[config.mk]
export PLATFORM = sky130hd
export DESIGN_NAME = log_reader_top
export DESIGN_NICKNAME = d
export VERILOG_FILES = /design/src/log_pkg.sv /design/src/log_reader_top.sv /design/src/log_reader_datap.sv /design/src/log_reader_ctrl.sv /design/src/log_store.sv
export SDC_FILE = /design/constraint.sdc
export NUM_CORES = 1
export LEC_CHECK = 0
export BUFFER_PORTS_ARGS = -buffer_cell sky130_fd_sc_hd__buf_4
export CAP_MARGIN = 20
export CELL_PAD_IN_SITES_DETAIL_PLACEMENT = 1
export CELL_PAD_IN_SITES_GLOBAL_PLACEMENT = 2
export CORE_AREA = 3 3 402 404
export CTS_BUF_LIST = sky130_fd_sc_hd__clkbuf_16
export CTS_CLUSTER_DIAMETER = 120
export DETAILED_ROUTE_END_ITERATION = 16
export DIE_AREA = 0 0 405 407
export PLACE_DENSITY_LB_ADDON = 0.1
export REMOVE_ABC_BUFFERS = 1
export SKIP_LAST_GASP = 1
export SLEW_MARGIN = 20
export SYNTH_ARGS = -nofsm -noshare
export SYNTH_HDL_FRONTEND = slang
export SYNTH_SLANG_ARGS = --single-unit
export TNS_END_PERCENT = 1
[constraint.sdc]
create_clock -name clk -period 8.5 [get_ports clk]
set_input_delay 1.275 -clock clk [delete_from_list [all_inputs] [get_ports clk]]
set_output_delay 1.275 -clock clk [all_outputs]
set_load 0.01 [all_outputs]
[src/log_pkg.sv]
package log_pkg;

    // ********************
    // Log geometry
    // ********************

    localparam int LOG_DEPTH      = 16;
    localparam int LOG_ADDR_W     = 4;
    localparam int LOG_DATA_W     = 64;
    localparam int LOG_RESP_BYTES = 8;

    // Request kind, carried in the top bit of the request word.
    typedef enum logic {
        REQ_READ = 1'b0,
        REQ_META = 1'b1
    } log_req_kind_e;

    // ********************
    // Stream and log types
    // ********************

    typedef struct packed {
        logic [31:0] src_ip;
        logic [31:0] dst_ip;
        logic [15:0] src_port;
        logic [15:0] dst_port;
        logic [15:0] length;
    } udp_hdr_t;

    // Overlay of the 64-bit request payload word.
    typedef struct packed {
        log_req_kind_e                        kind;
        logic [LOG_DATA_W-LOG_ADDR_W-2:0]     reserved;
        logic [LOG_ADDR_W-1:0]                index;
    } log_req_t;

    // Head is the next slot to write. Count saturates at LOG_DEPTH.
    typedef struct packed {
        logic [LOG_ADDR_W-1:0] head;
        logic [LOG_ADDR_W:0]   count;
    } log_meta_t;

endpackage
[src/log_reader_top.sv]
`timescale 1ns/1ps

module log_reader_top (
     input  logic                                clk
    ,input  logic                                rst

    ,input  logic                                rx_hdr_val
    ,input  log_pkg::udp_hdr_t                   rx_hdr
    ,output logic                                rx_hdr_rdy

    ,input  logic                                rx_data_val
    ,input  logic [63:0]                         rx_data
    ,output logic                                rx_data_rdy

    ,output logic                                tx_hdr_val
    ,output log_pkg::udp_hdr_t                   tx_hdr
    ,input  logic                                tx_hdr_rdy

    ,output logic                                tx_data_val
    ,output logic [63:0]                         tx_data
    ,output logic                                tx_last
    ,input  logic                                tx_data_rdy

    ,input  logic                                log_wr_val
    ,input  logic [log_pkg::LOG_DATA_W-1:0]      log_wr_data
);

    logic                           store_hdr;
    logic                           store_req;
    logic                           store_resp;
    logic                           rd_meta;
    logic                           rd_req_val;
    logic                           rd_resp_val;
    logic [log_pkg::LOG_ADDR_W-1:0] rd_addr;
    logic [log_pkg::LOG_DATA_W-1:0] rd_resp_data;
    log_pkg::log_meta_t             meta;

    log_store store (
         .clk           (clk)
        ,.rst           (rst)
        ,.log_wr_val    (log_wr_val)
        ,.log_wr_data   (log_wr_data)
        ,.rd_req_val    (rd_req_val)
        ,.rd_addr       (rd_addr)
        ,.rd_resp_val   (rd_resp_val)
        ,.rd_resp_data  (rd_resp_data)
        ,.meta          (meta)
    );

    log_reader_ctrl ctrl (
         .clk           (clk)
        ,.rst           (rst)
        ,.rx_hdr_val    (rx_hdr_val)
        ,.rx_hdr_rdy    (rx_hdr_rdy)
        ,.rx_data_val   (rx_data_val)
        ,.rx_data_rdy   (rx_data_rdy)
        ,.tx_hdr_val    (tx_hdr_val)
        ,.tx_hdr_rdy    (tx_hdr_rdy)
        ,.tx_data_val   (tx_data_val)
        ,.tx_last       (tx_last)
        ,.tx_data_rdy   (tx_data_rdy)
        ,.rd_req_val    (rd_req_val)
        ,.rd_resp_val   (rd_resp_val)
        ,.store_hdr     (store_hdr)
        ,.store_req     (store_req)
        ,.store_resp    (store_resp)
        ,.rd_meta       (rd_meta)
    );

    log_reader_datap datap (
         .clk           (clk)
        ,.rx_hdr        (rx_hdr)
        ,.rx_data       (rx_data)
        ,.store_hdr     (store_hdr)
        ,.store_req     (store_req)
        ,.store_resp    (store_resp)
        ,.rd_resp_val   (rd_resp_val)
        ,.rd_resp_data  (rd_resp_data)
        ,.meta          (meta)
        ,.rd_meta       (rd_meta)
        ,.rd_addr       (rd_addr)
        ,.tx_hdr        (tx_hdr)
        ,.tx_data       (tx_data)
    );

endmodule

[src/log_reader_datap.sv]
`timescale 1ns/1ps

module log_reader_datap (
     input  logic                                clk

    ,input  log_pkg::udp_hdr_t                   rx_hdr
    ,input  logic [63:0]                         rx_data

    ,input  logic                                store_hdr
    ,input  logic                                store_req
    ,input  logic                                store_resp

    ,input  logic                                rd_resp_val
    ,input  logic [63:0]                         rd_resp_data
    ,input  log_pkg::log_meta_t                  meta

    ,output logic                                rd_meta
    ,output logic [log_pkg::LOG_ADDR_W-1:0]      rd_addr

    ,output log_pkg::udp_hdr_t                   tx_hdr
    ,output logic [63:0]                         tx_data
);

    log_pkg::udp_hdr_t hdr_reg;
    log_pkg::log_req_t req_reg;
    logic [63:0]       resp_reg;
    logic [63:0]       meta_word;

    // ********************
    // Request capture
    // ********************

    always_ff @(posedge clk) begin
        if (store_hdr) begin
            hdr_reg <= rx_hdr;
        end
        if (store_req) begin
            req_reg <= rx_data;
        end
    end

    assign rd_meta = (req_reg.kind == log_pkg::REQ_META);
    assign rd_addr = req_reg.index;

    // Count in bits [20:16], head in bits [3:0].
    assign meta_word = {43'd0, meta.count, 12'd0, meta.head};

    // ********************
    // Response capture
    // ********************

    always_ff @(posedge clk) begin
        if (store_resp) begin
            if (rd_meta) begin
                resp_reg <= meta_word;
            end
            else if (rd_resp_val) begin
                resp_reg <= rd_resp_data;
            end
        end
    end

    // Reply goes back to the sender.
    always_comb begin
        tx_hdr          = hdr_reg;
        tx_hdr.src_ip   = hdr_reg.dst_ip;
        tx_hdr.dst_ip   = hdr_reg.src_ip;
        tx_hdr.src_port = hdr_reg.dst_port;
        tx_hdr.dst_port = hdr_reg.src_port;
        tx_hdr.length   = 16'(log_pkg::LOG_RESP_BYTES);
    end

    assign tx_data = resp_reg;

endmodule

[src/log_reader_ctrl.sv]
`timescale 1ns/1ps

module log_reader_ctrl (
     input  logic   clk
    ,input  logic   rst

    ,input  logic   rx_hdr_val
    ,output logic   rx_hdr_rdy

    ,input  logic   rx_data_val
    ,output logic   rx_data_rdy

    ,output logic   tx_hdr_val
    ,input  logic   tx_hdr_rdy

    ,output logic   tx_data_val
    ,output logic   tx_last
    ,input  logic   tx_data_rdy

    ,output logic   rd_req_val
    ,input  logic   rd_resp_val

    ,output logic   store_hdr
    ,output logic   store_req
    ,output logic   store_resp

    ,input  logic   rd_meta
);

    typedef enum logic [2:0] {
        READY       = 3'd0,
        STORE_REQ   = 3'd1,
        RD_LOG      = 3'd2,
        SAVE_LOG_RD = 3'd3,
        HDR_OUT     = 3'd4,
        RESP_OUT    = 3'd5
    } state_e;

    state_e state_reg;
    state_e state_next;

    always_ff @(posedge clk) begin
        if (rst) begin
            state_reg <= READY;
        end
        else begin
            state_reg <= state_next;
        end
    end

    always_comb begin
        rx_hdr_rdy  = 1'b0;
        rx_data_rdy = 1'b0;
        tx_hdr_val  = 1'b0;
        tx_data_val = 1'b0;
        tx_last     = 1'b0;
        rd_req_val  = 1'b0;
        store_hdr   = 1'b0;
        store_req   = 1'b0;
        store_resp  = 1'b0;

        state_next = state_reg;
        case (state_reg)
            READY: begin
                rx_hdr_rdy = 1'b1;
                store_hdr = rx_hdr_val;
                if (rx_hdr_val) begin
                    state_next = STORE_REQ;
                end
            end
            STORE_REQ: begin
                rx_data_rdy = 1'b1;
                store_req = rx_data_val;
                if (rx_data_val) begin
                    state_next = RD_LOG;
                end
            end
            RD_LOG: begin
                // Metadata comes straight from the store registers.
                rd_req_val = ~rd_meta;
                state_next = SAVE_LOG_RD;
            end
            SAVE_LOG_RD: begin
                store_resp = 1'b1;
                if (rd_meta || rd_resp_val) begin
                    state_next = HDR_OUT;
                end
            end
            HDR_OUT: begin
                tx_hdr_val = 1'b1;
                if (tx_hdr_rdy) begin
                    state_next = RESP_OUT;
                end
            end
            RESP_OUT: begin
                tx_data_val = 1'b1;
                tx_last = 1'b1;
                if (tx_data_rdy) begin
                    state_next = READY;
                end
            end
            default: begin
                state_next = READY;
            end
        endcase
    end

endmodule

[src/log_store.sv]
`timescale 1ns/1ps

module log_store (
     input  logic                                clk
    ,input  logic                                rst

    ,input  logic                                log_wr_val
    ,input  logic [log_pkg::LOG_DATA_W-1:0]      log_wr_data

    ,input  logic                                rd_req_val
    ,input  logic [log_pkg::LOG_ADDR_W-1:0]      rd_addr

    ,output logic                                rd_resp_val
    ,output logic [log_pkg::LOG_DATA_W-1:0]      rd_resp_data

    ,output log_pkg::log_meta_t                  meta
);

    logic [log_pkg::LOG_DATA_W-1:0] mem [log_pkg::LOG_DEPTH];

    log_pkg::log_meta_t meta_reg;

    assign meta = meta_reg;

    // ********************
    // Entry memory
    // ********************

    always_ff @(posedge clk) begin
        if (log_wr_val) begin
            mem[meta_reg.head] <= log_wr_data;
        end
    end

    // ********************
    // Head and count
    // ********************

    always_ff @(posedge clk) begin
        if (rst) begin
            meta_reg <= '0;
        end
        else if (log_wr_val) begin
            // Head wraps naturally at the index width.
            meta_reg.head <= meta_reg.head + 1'b1;
            if (meta_reg.count < (log_pkg::LOG_ADDR_W + 1)'(log_pkg::LOG_DEPTH)) begin
                meta_reg.count <= meta_reg.count + 1'b1;
            end
        end
    end

    // ********************
    // Read port
    // ********************

    always_ff @(posedge clk) begin
        if (rst) begin
            rd_resp_val <= 1'b0;
        end
        else begin
            rd_resp_val <= rd_req_val;
        end
    end

    // Slots at or above count have never been written.
    always_ff @(posedge clk) begin
        if (rd_req_val) begin
            if ({1'b0, rd_addr} < meta_reg.count) begin
                rd_resp_data <= mem[rd_addr];
            end
            else begin
                rd_resp_data <= '0;
            end
        end
    end

endmodule

# After elaboration in Yosys (flattened, before gate mapping)
# Memories as Yosys holds them, arrays and structs flattened. A register that Yosys moved wholly into a read port is not among the register bits.
# Index checks and enable logic that the tools add are counted.
# word_totals
input_bits	247
ff_bits	178
out_inout_bits	181
mem_count	1
ramBits	1024
# classes
bitwise_logic	1
n_reduce_logical	7
n_mux	18
addsub	2
eq_ne	10
n_lt_le_gt_ge	2
# mem_list
name	words	width	read_ports	rd_ports_with_merged_regs	write_ports	line	source
store.mem	16	64	1	1	1	log_store.sv:19	logic [log_pkg::LOG_DATA_W-1:0] mem [log_pkg::LOG_DEPTH];
# op_table
operator	n
$mux W64	1
$mux W21	1
$pmux W3 S6	1
$mux W3	5
$mux W1	10
$ne A2 B2 Y1 const B	4
$eq A3 B2 Y1 const B	2
$eq A3 B3 Y1 const B	2
$add A5 B1 Y5 const B	1
$lt A4 B5 Y1	1
$lt A5 B5 Y1 const B	1
$reduce_and A5 Y1	1
$add A4 B1 Y4 const B	1
$reduce_and A2 Y1	2
$eq A3 B1 Y1 const B	1
$logic_not A3 Y1	1
$ne A2 B1 Y1 const B	1
$reduce_bool A2 Y1	1
$logic_not A1 Y1	1
$logic_or A1 B1 Y1	1
$not A1 Y1	1

# Depth between registers and ports, before layout
# depth
depth_word	3
ltp_mapped	7
mapped_depth_nobuf	5

# By module
# From an unflattened synthesis, not the netlist that was laid out.
# hier_totals
cells_unflattened	2063
hier_area_um2	47561.9
# modules_own_cells
mod	area_each_um2	cells_per_inst	n_inst	seq_area_each_um2
log_store	41691.2	1777	1	32871.5
log_reader_datap	5576.6	255	1	4954.8
log_reader_ctrl	294.0	31	1	60.1

# Least setup slack after synthesis
# No wires, ideal clock.
# synth_timing
path_type	register to register
from	register ctrl.state_reg[1]
to	register store.rd_resp_data[0] (netlist bit) (read register of store.mem) (enable)
required_ns	7.854
period_less_slack_ns	7.412
arrival_ns	6.766
setup_ns	0.646
path_stages_with_launch	4
setup_slack_ns	1.088
path_cell_list	dfxtp_1 > clkbuf_1 > inv_1 > nor4_1
# synth_via
elab_chain_cells	2
# synth_lines
item	line	source
start: declaration	log_reader_ctrl.sv:39	state_e state_reg;
start signal: assignment	log_reader_ctrl.sv:47	state_reg <= state_next;
$eq A3 B2 Y1	log_reader_ctrl.sv:63	case (state_reg)
$mux W1	log_reader_ctrl.sv:63	
named net ctrl.rd_req_val	log_reader_ctrl.sv:20	,output logic rd_req_val
end: declaration	log_store.sv:14	,output logic [log_pkg::LOG_DATA_W-1:0] rd_resp_data
# The timed path passes the listed nets, and every way through them passes these cells.
# A chain may end at the register's enable or synchronous reset.

# Worst setup path in the final report
# layout_timing
from	register datap.req_reg (netlist bit datap.rd_addr[2])
to	register store.rd_resp_data[23] (netlist bit) (read register of store.mem), data pin
# layout_via
elab_chain_cells	2
# layout_lines
item	line	source
start: declaration	log_reader_datap.sv:25	log_pkg::log_req_t req_reg;
start signal: assignment	log_reader_datap.sv:38	req_reg <= rx_data;
$lt A4 B5 Y1	log_store.sv:68	if ({1'b0, rd_addr} < meta_reg.count) begin
$logic_not A1 Y1 (no line)	-	
# Several ways; a longest one is shown, not always the timed one.

==> metrics.log <==
[metrics] number of distinct library cell variants in the gate-level netlist after synthesis: 39
[metrics] number of buffers inserted for hold repair after clock tree synthesis: 0
[metrics] worst hold path stage count: 1
[metrics] Total Power: 13960 uW
[metrics] critical path peak fanout: 43
[metrics] initial detailed-routing violation count: 1435
[metrics] post-synthesis to final-layout area growth: 19.85%
[metrics] data required time at the worst endpoint: 8.95 ns
[metrics] number of maximum-capacitance violations: 0
[metrics] clock skew: 0.02640 ns
[metrics] Fill cells: 15200
[metrics] routability congestion estimate from global placement: 0.7424
[metrics] starting density of the core: 30.01%
[metrics] vias after detailed routing: 22310
[metrics] Slowest Stage Delay on Critical Path: 0.77 ns
[metrics] detailed-router iteration count before antenna repair: 5
[metrics] number of antenna-violating nets in the routed design: 0
[metrics] number of failing hold endpoints at the final stage: 0
[metrics] die area: 164800 um2
[metrics] fmax: 258.7 MHz
[metrics] Crit path arrival time: 4.32 ns
[metrics] via count normalized by instance count: 4.781
[metrics] Setup crit end kind: register
[metrics] post-synthesis instance area: 47470 um2
[metrics] number of synthesized flops with an enable pin: 1253
[metrics] number of flip-flops under the largest register name: 1024
[metrics] I/O Buffers: 336
[metrics] number of sinks on the clock net: 1266
[metrics] most used cell along the critical path: sky130_fd_sc_hd__buf_4
[metrics] CP Cell Sequence: buf_4, buf_4, buf_4, mux4_2, o22ai_1, a21o_1, a21oi_1
[metrics] Site Rows: 146
[metrics] largest net degree at the start of global routing: 102
[metrics] met3 Track Usage GR: 3.578%
[metrics] post-CTS resize count: 0
[metrics] cells on worst reg2reg path: 7
[metrics] number of buffers created by CTS: 145
[metrics] most common flop cell mapped by yosys: sky130_fd_sc_hd__edfxtp_1
[metrics] finished layout cell area: 56900 um2
[metrics] CTS H-Tree Depth: 4
[metrics] Top-Level Pins: 428
[metrics] detailed-route DRC error count: 0
[metrics] maximum VDD drop: 0.2087 mV
[metrics] CP startpoint kind: register
[metrics] Die Span X: 405 um
[metrics] initial antenna violation count: 12
[metrics] nets@finish: 2728
[metrics] final clock period utilization by the worst path: 45.47%
[metrics] RSZ-0062 raised after global routing: false
[metrics] overall track demand over capacity in global routing: 15.99%
[metrics] Die Height: 407 um
[metrics] Avg Cell Area, Syn: 23.05 um2
[metrics] critical path's top delay family: buffers and inverters
[metrics] synth top area cells: sky130_fd_sc_hd__edfxtp_1 (79%), sky130_fd_sc_hd__mux4_2 (12%), sky130_fd_sc_hd__mux2i_1 (1.7%)
[metrics] number of standard cells after synthesis: 2060
[metrics] total grt overflow: 0
[metrics] Setup Viol. Count Final: 0
[metrics] synthesized flop and latch total: 1266
[metrics] Final Hold Slack: 0.5358 ns
[metrics] busiest metal layer after global routing: met2
[metrics] global routing usage on met2: 26.27%
[metrics] Clock Root Buffer: sky130_fd_sc_hd__clkbuf_16
[metrics] biggest area consumer among synthesized cells: sky130_fd_sc_hd__edfxtp_1
[metrics] Slew Limit Headroom: 35.55%
[metrics] worst min-delay path category: reg -> reg
[metrics] register name with the most flops: store.mem
[metrics] number of buffers added for setup after CTS: 0
[metrics] clock tree buffer depth: 3
[metrics] total core area: 158200 um2
[metrics] CTS tree: yes
[metrics] cell with the largest stage delay on the worst path: sky130_fd_sc_hd__buf_4
[metrics] number of global-route vias before repair: 24830
[metrics] number of buffer and inverter stages on the critical path: 3
[metrics] max-slew violation total from the final report: 0
[metrics] count of cell instances traversed by the critical path: 7
[metrics] average wire length per cell after detail routing: 28.25 um
[metrics] Synth top area share: 79.26%
[metrics] placed wire-length estimate: 68520 um
[metrics] Synth Warn #: 0
[metrics] Crit Path Class: reg -> reg
[metrics] Tmin final: 3.865 ns
[metrics] source-to-sink clock delay at the later pin of the worst-skew pair: 0.76 ns
[metrics] clock transition at the registers of the reported paths: 0.05 ns
[metrics] power density normalized to cell area: 245.4 nW/um2
[metrics] measured slew at the worst slew-check pin: 0.9667 ns
[metrics] register area share after synthesis: 79.81%
[metrics] wire length after detailed routing: 131800 um
[metrics] first-pass GRT wire length: 186500 um
[metrics] ys async rst share: 0%
[metrics] run status: completed
[metrics] post-placement cell area: 52260 um2
[metrics] GR met1 Demand/Resource: 21.56%
[metrics] fraction of final layout cells sized beyond drive strength 1: 33.98%
[metrics] leakage dissipation: 0.01893 uW
## through the flow
step | setup slack [ns] | setup TNS, ns | utilization (%) | cells
final | 4.635 | 0 | 35.97 | 4666
after global routing | 4.439 | 0 | 35.96 | 4662
after CTS | 4.556 | 0 | 35.96 | 4662
after detailed placement | 4.528 | 0 | 33.04 | 4398
after global placement | 4.547 | 0 | 33.02 | 4397
after floorplan | -2.969 | -190.03 | - | 1949
## where the power goes
group / switching [uW] / internal, uW / leakage (uW)
clock: 2510 / 3540 / 0.00239
combinational: 494 / 354 / 0.00505
sequential: 42.5 / 7020 / 0.0115
total: 3040 / 10900 / 0.0189
## layout make-up
type	instances	area [um2]	share of cell area (%)
diodes	4	10.01	0.01759
clock inverters	115	895.9	1.575
clock buffers	149	3729	6.553
well taps	2072	2592	4.557
repair buffers	377	2880	5.062
multi-input cells	677	8880	15.61
flip-flops and latches	1266	37890	66.59
inverters	6	22.52	0.03958
## cells in the final DEF, fill, tap and decap left out, types with 2 or more instances in the layout
master and count:
sky130_fd_sc_hd__a21oi_1 67, sky130_fd_sc_hd__clkinv_2 18, sky130_fd_sc_hd__nand2b_1 2, sky130_fd_sc_hd__buf_4 373, sky130_fd_sc_hd__mux2i_1 82, sky130_fd_sc_hd__ha_1 8, sky130_fd_sc_hd__xnor2_1 4, sky130_fd_sc_hd__conb_1 16
sky130_fd_sc_hd__buf_12 4, sky130_fd_sc_hd__diode_2 4, sky130_fd_sc_hd__nor3b_1 2, sky130_fd_sc_hd__bufinv_16 12, sky130_fd_sc_hd__mux2_2 26, sky130_fd_sc_hd__xor2_1 2, sky130_fd_sc_hd__nor2b_1 57, sky130_fd_sc_hd__clkinv_1 32
sky130_fd_sc_hd__clkinv_4 4, sky130_fd_sc_hd__nor2_1 15, sky130_fd_sc_hd__nand2_1 8, sky130_fd_sc_hd__edfxtp_1 1253, sky130_fd_sc_hd__nand4_1 2, sky130_fd_sc_hd__dfxtp_1 13, sky130_fd_sc_hd__o22ai_1 47, sky130_fd_sc_hd__and3_1 2
sky130_fd_sc_hd__o21ai_0 2, sky130_fd_sc_hd__a21o_1 48, sky130_fd_sc_hd__nor2_4 2, sky130_fd_sc_hd__clkbuf_16 149, sky130_fd_sc_hd__inv_6 8, sky130_fd_sc_hd__and2_4 17, sky130_fd_sc_hd__mux4_2 257, sky130_fd_sc_hd__inv_1 41
sky130_fd_sc_hd__clkinvlp_4 3
## metal layers
layer	vias to the layer above	wire (um)
li1	9436	-
met2	605	63200
met3	175	7023
met5	-	42
met1	12090	59290
met4	6	2248
## cells in the mapped netlist, drive strengths merged (6+ instances only)
cell type / instances
a21o: 48
a21oi: 67
and2: 18
buf: 79
clkbuf: 46
dfxtp: 13
edfxtp: 1253
ha: 8
inv: 6
mux2: 26
mux2i: 82
mux4: 257
nand2: 8
nor2: 17
nor2b: 57
o22ai: 47
## path summary, 6_finish.rpt
kind | to | from | slack, ns
worst max register to register | store.rd_resp_data[23]$_SDFFCE_PP0P_ | datap.rd_addr[2]$_DFFE_PP_ | 4.63
worst min-delay path | datap.tx_data[42]$_SDFFCE_PP0P_ | store.rd_resp_data[42]$_SDFFCE_PP0P_ | 0.54
worst max-delay path | store.rd_resp_data[23]$_SDFFCE_PP0P_ | datap.rd_addr[2]$_DFFE_PP_ | 4.63
worst min register to register | datap.tx_data[42]$_SDFFCE_PP0P_ | store.rd_resp_data[42]$_SDFFCE_PP0P_ | 0.54
## cell families (layout without fill, tap and decap cells)
group | after synthesis | count (layout) | share of synthesized area [%]
adders and majority gates | 8 | 8 | 0.2109
xor gates and xnor gates | 6 | 6 | 0.1107
and+or+nand+nor | 113 | 113 | 1.357
DFF | 1266 | 1266 | 79.81
other | 2 | 20 | 0.01582
muxes | 365 | 365 | 14.54
AOI/OAI and AO/OA | 169 | 169 | 2.188
buffers and inverters | 131 | 647 | 1.774
Note: power is estimated with default switching activity, not from simulation.
